===== src/rtl/grad_pkg.sv =====
package grad_pkg;

    // ----------------------------------------
    // frame geometry
    // ----------------------------------------

    // one square frame, row major
    localparam int IMG_W = 256;
    localparam int IMG_H = 256;
    localparam int PIX_COUNT = IMG_W * IMG_H;

    // column and row index widths
    localparam int COL_W = $clog2(IMG_W);
    localparam int ROW_W = $clog2(IMG_H);

    // ----------------------------------------
    // data widths
    // ----------------------------------------

    // byte address into either memory
    localparam int ADDR_W = 16;

    // unsigned 8-bit pixel
    localparam int PIX_W = 8;

    // signed difference, covers -255 .. 255
    localparam int DIFF_W = 10;

    // two differences side by side
    localparam int GRAD_W = 2 * DIFF_W;

    // ----------------------------------------
    // gradient word
    // ----------------------------------------

    // gx in the upper half, gy in the lower half
    typedef struct packed {
        logic signed [DIFF_W-1:0] gx;
        logic signed [DIFF_W-1:0] gy;
    } grad_pair_t;

    // raw view goes to the memory port
    // pair view is filled by the core
    typedef union packed {
        logic [GRAD_W-1:0] raw;
        grad_pair_t        pair;
    } grad_word_t;

endpackage


===== src/rtl/grad_stream_if.sv =====
`timescale 1ns/100ps

// addressed gradient words from the core into the writer
// no ready here either
interface grad_stream_if import grad_pkg::*; ();

    // word present this cycle
    logic              valid;
    // target address in gradient memory
    logic [ADDR_W-1:0] addr;
    // packed gx / gy pair
    grad_word_t        grad;
    // word for the final address
    logic              last;

    // core side
    modport src (
        output valid,
        output addr,
        output grad,
        output last
    );

    // writer side
    modport dst (
        input valid,
        input addr,
        input grad,
        input last
    );

endinterface


===== src/rtl/pix_stream_if.sv =====
`timescale 1ns/100ps

// pixel beats from the fetcher into the core
// no ready, every valid beat is consumed
interface pix_stream_if import grad_pkg::*; ();

    // beat present this cycle
    logic             valid;
    // pixel data, meaningless on flush beats
    logic [PIX_W-1:0] pixel;
    // window advance only, no pixel
    logic             flush;
    // final beat of the frame
    logic             last;

    // fetcher side
    modport src (
        output valid,
        output pixel,
        output flush,
        output last
    );

    // core side
    modport dst (
        input valid,
        input pixel,
        input flush,
        input last
    );

endinterface


===== src/rtl/grad_core.sv =====
`timescale 1ns/100ps

module grad_core import grad_pkg::*; (
    input  logic      clk,
    input  logic      reset,
    pix_stream_if.dst pix,
    grad_stream_if.src grad
);

    // ----------------------------------------
    // line window
    // ----------------------------------------

    // 256 entries plus tail register hold the last 257 beats
    logic [PIX_W-1:0]  line_mem [IMG_W];
    logic [COL_W-1:0]  wptr;
    logic [COL_W-1:0]  rptr;

    // pixel 255 beats back, the right neighbour of the target
    logic [PIX_W-1:0]  right_pix;
    // pixel 256 beats back, the target itself
    logic [PIX_W-1:0]  tail_pix;

    // window holds a full line
    logic              primed;
    logic              emit;

    // target pixel position
    logic [ADDR_W-1:0] tgt;
    logic [COL_W-1:0]  tgt_col;
    logic [ROW_W-1:0]  tgt_row;

    // stage 1 operands
    logic              s1_valid;
    logic              s1_last;
    logic [ADDR_W-1:0] s1_addr;
    logic [PIX_W-1:0]  s1_cur;
    logic [PIX_W-1:0]  s1_right;
    logic [PIX_W-1:0]  s1_base;
    logic              s1_zero_gx;
    logic              s1_zero_gy;

    // stage 2 inputs
    logic [DIFF_W-1:0] cur_ext;
    logic [DIFF_W-1:0] right_ext;
    logic [DIFF_W-1:0] base_ext;
    grad_word_t        next_word;

    // oldest stored entry sits just past the write pointer
    assign rptr      = wptr + 1'b1;
    assign right_pix = line_mem[rptr];

    // flush beats carry no pixel, slot is never read back as data
    always_ff @(posedge clk) begin
        if (pix.valid && !pix.flush)
            line_mem[wptr] <= pix.pixel;
    end

    // one more beat of delay behind the memory
    always_ff @(posedge clk) begin
        if (pix.valid)
            tail_pix <= right_pix;
    end

    // ----------------------------------------
    // window control
    // ----------------------------------------

    // no output until 256 beats are in
    assign emit = pix.valid && primed;

    // row major address, split into row and column
    assign tgt_col = tgt[COL_W-1:0];
    assign tgt_row = tgt[COL_W +: ROW_W];

    always_ff @(posedge clk) begin
        if (reset) begin
            wptr   <= '0;
            primed <= 1'b0;
            tgt    <= '0;
        end else if (pix.valid) begin
            wptr <= wptr + 1'b1;
            // frame closes on the last flush beat
            if (pix.last)
                primed <= 1'b0;
            else if (wptr == COL_W'(IMG_W - 1))
                primed <= 1'b1;
            if (emit)
                tgt <= tgt + 1'b1;
        end
    end

    // ----------------------------------------
    // stage 1, capture operands
    // ----------------------------------------

    always_ff @(posedge clk) begin
        if (reset)
            s1_valid <= 1'b0;
        else
            s1_valid <= emit;
    end

    // right neighbour wraps into the next row at the last column
    // pixel below is a flush beat in the last row
    always_ff @(posedge clk) begin
        s1_cur     <= pix.pixel;
        s1_right   <= right_pix;
        s1_base    <= tail_pix;
        s1_addr    <= tgt;
        s1_last    <= pix.last;
        s1_zero_gx <= (tgt_col == COL_W'(IMG_W - 1));
        s1_zero_gy <= (tgt_row == ROW_W'(IMG_H - 1));
    end

    // ----------------------------------------
    // stage 2, subtract and pack
    // ----------------------------------------

    // zero extend, 10-bit wraparound gives the signed result
    assign cur_ext   = DIFF_W'(s1_cur);
    assign right_ext = DIFF_W'(s1_right);
    assign base_ext  = DIFF_W'(s1_base);

    always_comb begin
        next_word.pair.gx = s1_zero_gx ? '0 : $signed(right_ext - base_ext);
        next_word.pair.gy = s1_zero_gy ? '0 : $signed(cur_ext - base_ext);
    end

    always_ff @(posedge clk) begin
        if (reset)
            grad.valid <= 1'b0;
        else
            grad.valid <= s1_valid;
    end

    always_ff @(posedge clk) begin
        grad.addr <= s1_addr;
        grad.grad <= next_word;
        grad.last <= s1_last;
    end

endmodule


===== src/rtl/grad_writer.sv =====
`timescale 1ns/100ps

module grad_writer import grad_pkg::*; (
    input  logic              clk,
    input  logic              reset,
    grad_stream_if.dst        grad,
    output logic              grad_wr,
    output logic [ADDR_W-1:0] grad_addr,
    output logic [GRAD_W-1:0] grad_do,
    output logic              done
);

    // write of the final word is on the port this cycle
    logic last_wr;

    // ----------------------------------------
    // memory port
    // ----------------------------------------

    // strobes
    always_ff @(posedge clk) begin
        if (reset) begin
            grad_wr <= 1'b0;
            last_wr <= 1'b0;
        end else begin
            grad_wr <= grad.valid;
            last_wr <= grad.valid && grad.last;
        end
    end

    // address and data follow the strobe
    // memory sees only the raw view
    always_ff @(posedge clk) begin
        grad_addr <= grad.addr;
        grad_do   <= grad.grad.raw;
    end

    // ----------------------------------------
    // completion
    // ----------------------------------------

    // sticky until reset
    always_ff @(posedge clk) begin
        if (reset)
            done <= 1'b0;
        else if (last_wr)
            done <= 1'b1;
    end

endmodule


===== src/rtl/image_gradient.sv =====
`timescale 1ns/100ps

module image_gradient import grad_pkg::*; (
    input  logic              clk,
    input  logic              reset,
    output logic              img_rd,
    output logic [ADDR_W-1:0] img_addr,
    input  logic [PIX_W-1:0]  img_di,
    output logic              grad_wr,
    output logic [ADDR_W-1:0] grad_addr,
    output logic [GRAD_W-1:0] grad_do,
    output logic              done
);

    // ----------------------------------------
    // internal streams
    // ----------------------------------------

    // fetcher to core
    pix_stream_if  pix_s ();
    // core to writer
    grad_stream_if grad_s ();

    // ----------------------------------------
    // pipeline
    // ----------------------------------------

    // image reads, one pixel per clock, then one line of flush
    img_fetch u_fetch (
        .clk      (clk),
        .reset    (reset),
        .img_rd   (img_rd),
        .img_addr (img_addr),
        .img_di   (img_di),
        .pix      (pix_s)
    );

    // line window and subtractors
    grad_core u_core (
        .clk   (clk),
        .reset (reset),
        .pix   (pix_s),
        .grad  (grad_s)
    );

    // gradient memory writes and done
    grad_writer u_writer (
        .clk       (clk),
        .reset     (reset),
        .grad      (grad_s),
        .grad_wr   (grad_wr),
        .grad_addr (grad_addr),
        .grad_do   (grad_do),
        .done      (done)
    );

endmodule


===== src/rtl/img_fetch.sv =====
`timescale 1ns/100ps

module img_fetch import grad_pkg::*; (
    input  logic              clk,
    input  logic              reset,
    output logic              img_rd,
    output logic [ADDR_W-1:0] img_addr,
    input  logic [PIX_W-1:0]  img_di,
    pix_stream_if.src         pix
);

    // read side
    logic [ADDR_W-1:0] rd_addr;
    logic              rd_done;

    // data return side, one cycle behind the read
    logic              data_vld;
    logic              data_last;

    // flush tail
    logic              flushing;
    logic [COL_W-1:0]  flush_cnt;

    // ----------------------------------------
    // read sequencer
    // ----------------------------------------

    // starts on its own after reset, one pass only
    always_ff @(posedge clk) begin
        if (reset) begin
            img_rd  <= 1'b0;
            rd_addr <= '0;
            rd_done <= 1'b0;
        end else if (img_rd) begin
            // stop after the last pixel
            if (rd_addr == ADDR_W'(PIX_COUNT - 1)) begin
                img_rd  <= 1'b0;
                rd_done <= 1'b1;
            end else begin
                rd_addr <= rd_addr + 1'b1;
            end
        end else if (!rd_done) begin
            img_rd <= 1'b1;
        end
    end

    assign img_addr = rd_addr;

    // ----------------------------------------
    // returned data and flush
    // ----------------------------------------

    // memory answers one cycle after the address
    always_ff @(posedge clk) begin
        if (reset) begin
            data_vld  <= 1'b0;
            data_last <= 1'b0;
        end else begin
            data_vld  <= img_rd;
            data_last <= img_rd && (rd_addr == ADDR_W'(PIX_COUNT - 1));
        end
    end

    // one line of flush beats pushes the last row through the window
    always_ff @(posedge clk) begin
        if (reset) begin
            flushing  <= 1'b0;
            flush_cnt <= '0;
        end else if (data_last) begin
            flushing  <= 1'b1;
            flush_cnt <= '0;
        end else if (flushing) begin
            flush_cnt <= flush_cnt + 1'b1;
            if (flush_cnt == COL_W'(IMG_W - 1))
                flushing <= 1'b0;
        end
    end

    // data and flush beats never overlap
    assign pix.valid = data_vld | flushing;
    assign pix.pixel = img_di;
    assign pix.flush = flushing;
    assign pix.last  = flushing && (flush_cnt == COL_W'(IMG_W - 1));

endmodule


===== config.mk =====
export PLATFORM = sky130hd
export DESIGN_NAME = image_gradient
export DESIGN_NICKNAME = d
export VERILOG_FILES = /design/src/rtl/grad_pkg.sv /design/src/rtl/grad_stream_if.sv /design/src/rtl/pix_stream_if.sv /design/src/rtl/grad_core.sv /design/src/rtl/grad_writer.sv /design/src/rtl/image_gradient.sv /design/src/rtl/img_fetch.sv
export SDC_FILE = /design/constraint.sdc
export NUM_CORES = 2
export LEC_CHECK = 0
export CAP_MARGIN = 25
export CORE_MARGIN = 2
export CORE_UTILIZATION = 55
export CTS_BUF_LIST = sky130_fd_sc_hd__clkbuf_8 sky130_fd_sc_hd__clkbuf_16
export DETAILED_ROUTE_END_ITERATION = 8
export DONT_BUFFER_PORTS = 1
export PLACE_DENSITY_LB_ADDON = 0.05
export SYNTH_ARGS = -nofsm -noshare
export SYNTH_HDL_FRONTEND = slang
export SYNTH_SLANG_ARGS = --single-unit

===== constraint.sdc =====
create_clock -name clk -period 4.8 [get_ports clk]
set_clock_uncertainty 0.05 [all_clocks]
set_input_delay 0.72 -clock clk [delete_from_list [all_inputs] [get_ports clk]]
set_output_delay 0.72 -clock clk [all_outputs]
set_load 0.1 [all_outputs]

==> run summary <==
Synth Area in Simple Gates -> 2.39%
IO Port Bufs -> 0
worst-path cell chain -> inv_1 -> ha_4 -> buf_12 -> mux4_2 -> mux4_2 -> a22oi_1 -> nand2_1 -> a22oi_1 -> o221ai_1
Commonest cells post-synth -> edfxtp_1, mux4_2, nor2_1, dfxtp_1, clkbuf_1
Yosys cell types -> 39
Adder-Cell Fraction of Synth Area -> 0.389%
core area -> 152000 sq um
main combinational cell family by area after synthesis -> multiplexers
total gr overflow -> 0
top-area cell type share of the netlist area -> 73.2%
Req. time, crit path -> 5.28 ns
leakage -> 29.3 nW
num ports -> 65
FMAX -> 237 MHz
Arr. time, crit path -> 4.70 ns
most common cell in the netlist -> edfxtp_1
sequential-to-total area share from yosys stat -> 77.3%
Slew Viols, Final -> 0
Synth Register Bits -> 2227
Synth Area in XOR/XNOR -> 0.551%
vias in the first global route -> 39.7k
placed cell area -> 87000 sq um
chip width -> 396 um
largest net degree at the start of global routing -> 222
Tmin final -> 4.22 ns
outcome -> complete, no violations
DR DRC count -> 0
Post-Synthesis Cells -> 3780
worst hold path class -> in -> reg
Synth warnings -> 0
initial antenna violation count -> 6
Synth Cell Area -> 84300 sq um
CP top delay family -> multiplexers
kind of critical path -> reg -> reg
share of cells above drive strength 1 -> 26.5%
DR iter-0 viols -> 4434
flop-to-flop setup slack -> 0.58 ns
net switching power -> 8.64 mW
CP max FO -> 74
post-route ant nets -> 0
final hold vios -> 0
Fillers -> 10.4k
fin nets -> 3961
Reg power frac -> 53.7%
post-synthesis compound-gate area fraction -> 1.07%
wire length of the first global-routing pass -> 286000 um
drt total wl -> 197000 um
clk_lat worst skew -> 0.85 ns
Post-synth EDFFs -> 2056
Power per Cell Area -> 429 nW/um^2
P&R area growth vs syn -> 11.9%
H-tree depth -> 4
vias -> 39.0k
Num CTS Buffers -> 214
Top FF cell, synth -> edfxtp_1
die height -> 396 um
drt first pass iters -> 5
gr usage total -> 25.6%
# clock sinks -> 2227
Post-synth ARST share -> 0%
clk root buf -> clkbuf_16
FP Rows -> 143
gpl congestion -> 0.807
worst path bufs/invs -> 2
Crit-path slowest cell -> ha_4
Avg Cell Area, Syn -> 22.3 sq um
Worst setup SP type -> register
clock power share -> 40.4%
# setup viols final -> 0
syn nets -> 3815
area leader, netlist -> edfxtp_1
die area -> 156000 sq um
Slew @ Worst Pin -> 1.07 ns
vias per cell -> 6.35
Initial Util -> 55.4%
post-route cell area -> 94400 sq um
final setup TNS -> 0 ns
RSZ-0062 raised after global routing -> no
Worst path max stage delay -> 0.53 ns
Max Cap Viol -> 0
DP Wirelength -> 110000 um
drt wl/cell -> 32.1 um
CP endpoint kind -> register
mux share of post-synthesis cell area -> 17.1%
clk slew on worst S/H paths -> 0.06 ns
post-cts sizing count -> 0
Internal -> 31.8 mW
Max-slew headroom -> 28.1%
CTS Buffer Depth -> 3
Comb pwr share -> 5.9%
CTS tree -> done
Sw Ratio -> 21.4%
top cells by area, synth -> edfxtp_1, mux4_2, dfxtp_1, nor2_1, clkbuf_1
Tcrit/Tclk final -> 88.0%
maximum vdd drop -> 0.366 mV
==> path summary, 6_finish.rpt <==
path / to / startpoint / depth (start not counted)
hold reg to reg: u_writer.grad_addr[9]$_DFF_P_ / u_core.grad.addr[9]$_DFF_P_ / 0
hold / removal: u_core.line_mem[34][0]$_DFFE_PP_ / img_di[0] / 0
setup reg to reg: u_core.tail_pix[1]$_DFFE_PN_ / u_core.wptr[0]$_SDFFE_PP0N_ / 9
setup / recovery: u_core.tail_pix[1]$_DFFE_PN_ / u_core.wptr[0]$_SDFFE_PP0N_ / 9
==> layout make-up <==
class	count	area [sq um]	share of cell area (%)
antenna	1	2.50	0.00265
clock buffer	233	5720	6.06
clock inverter	164	1180	1.25
inverter	17	63.8	0.0676
multi-input combinational	1330	18200	19.3
sequential	2227	65200	69.1
tap	2030	2540	2.69
timing repair buffer	136	1450	1.53
==> cell usage in the layout (no fill, tap or decap), types with 33 or more instances in the layout <==
cell type / netlist / layout
a22oi_1: 40 / 40
clkinv_1: 1 / 47
dfxtp_1: 171 / 168
nor2_1: 332 / 328
clkbuf_16: 0 / 223
inv_1: 16 / 69
nand2_1: 75 / 67
clkinv_2: 0 / 33
edfxtp_1: 2056 / 2056
buf_4: 11 / 100
mux4_2: 640 / 640
==> metrics by stage <==
stage / std cells / setup WS (ns) / utilization, % / power (mW) / hold slack [ns]
2_1_floorplan: 3780 / 0.716 / - / 23.7 / 0.260
3_3_place_gp: 5714 / 0.645 / 57.2 / 24.4 / 0.262
3_5_place_dp: 5715 / 0.680 / 57.2 / 24.4 / 0.262
4_1_cts: 6128 / 0.655 / 62.0 / 40.8 / 0.00207
5_1_grt: 6137 / 0.469 / 62.0 / 41.6 / -0.00889
6_report: 6138 / 0.578 / 62.0 / 40.5 / 0.0375
==> logic make-up (layout without fill, tap and decap cells) <==
| group | count (synthesis) | after routing |
|---|---|---|
| buf+inv | 223 | 550 |
| flops | 2227 | 2227 |
| xor+xnor | 53 | 53 |
| fa+ha+maj | 25 | 25 |
| mux | 644 | 644 |
| simple gates | 486 | 486 |
| other cells | 0 | 1 |
| compound gates | 122 | 122 |
==> power by group through the flow <==
| stage | clock [mW] | sequential (mW) | combinational (mW) |
|---|---|---|---|
| finish | 16.4 | 21.7 | 2.38 |
| global route | 17.4 | 21.7 | 2.51 |
| CTS | 16.6 | 21.7 | 2.41 |
| detailed placement | 0 | 22.1 | 2.28 |
| global placement | 0 | 22.1 | 2.26 |
| floorplan | 0 | 22.1 | 1.64 |
==> registers in the layout, summed over array words and instances (netlist names), 16 cells and up <==
signal              count
u_core.grad.addr       16
u_core.grad.grad       18
u_core.line_mem      2048
u_core.s1_addr         16
u_core.tgt             16
u_fetch.img_addr       16
u_writer.grad_addr     16
u_writer.grad_do       18
==> what timing repair did <==
item / 4_1_cts / 5_1_grt
buffers inserted: 0 / 0
hold endpoints to repair: 345 / 12
hold buffers: 16 / 2
==> routing by layer <==
metal | vias to the layer above | global-route usage (%) | wire (um)
met5 | - | 0 | 0
li1 | 16052 | - | -
met2 | 1713 | 40.8 | 96300
met4 | 0 | 6.31 | 4590
met1 | 20972 | 37.1 | 79800
met3 | 255 | 5.01 | 16100
(Power assumes the default switching activity.)
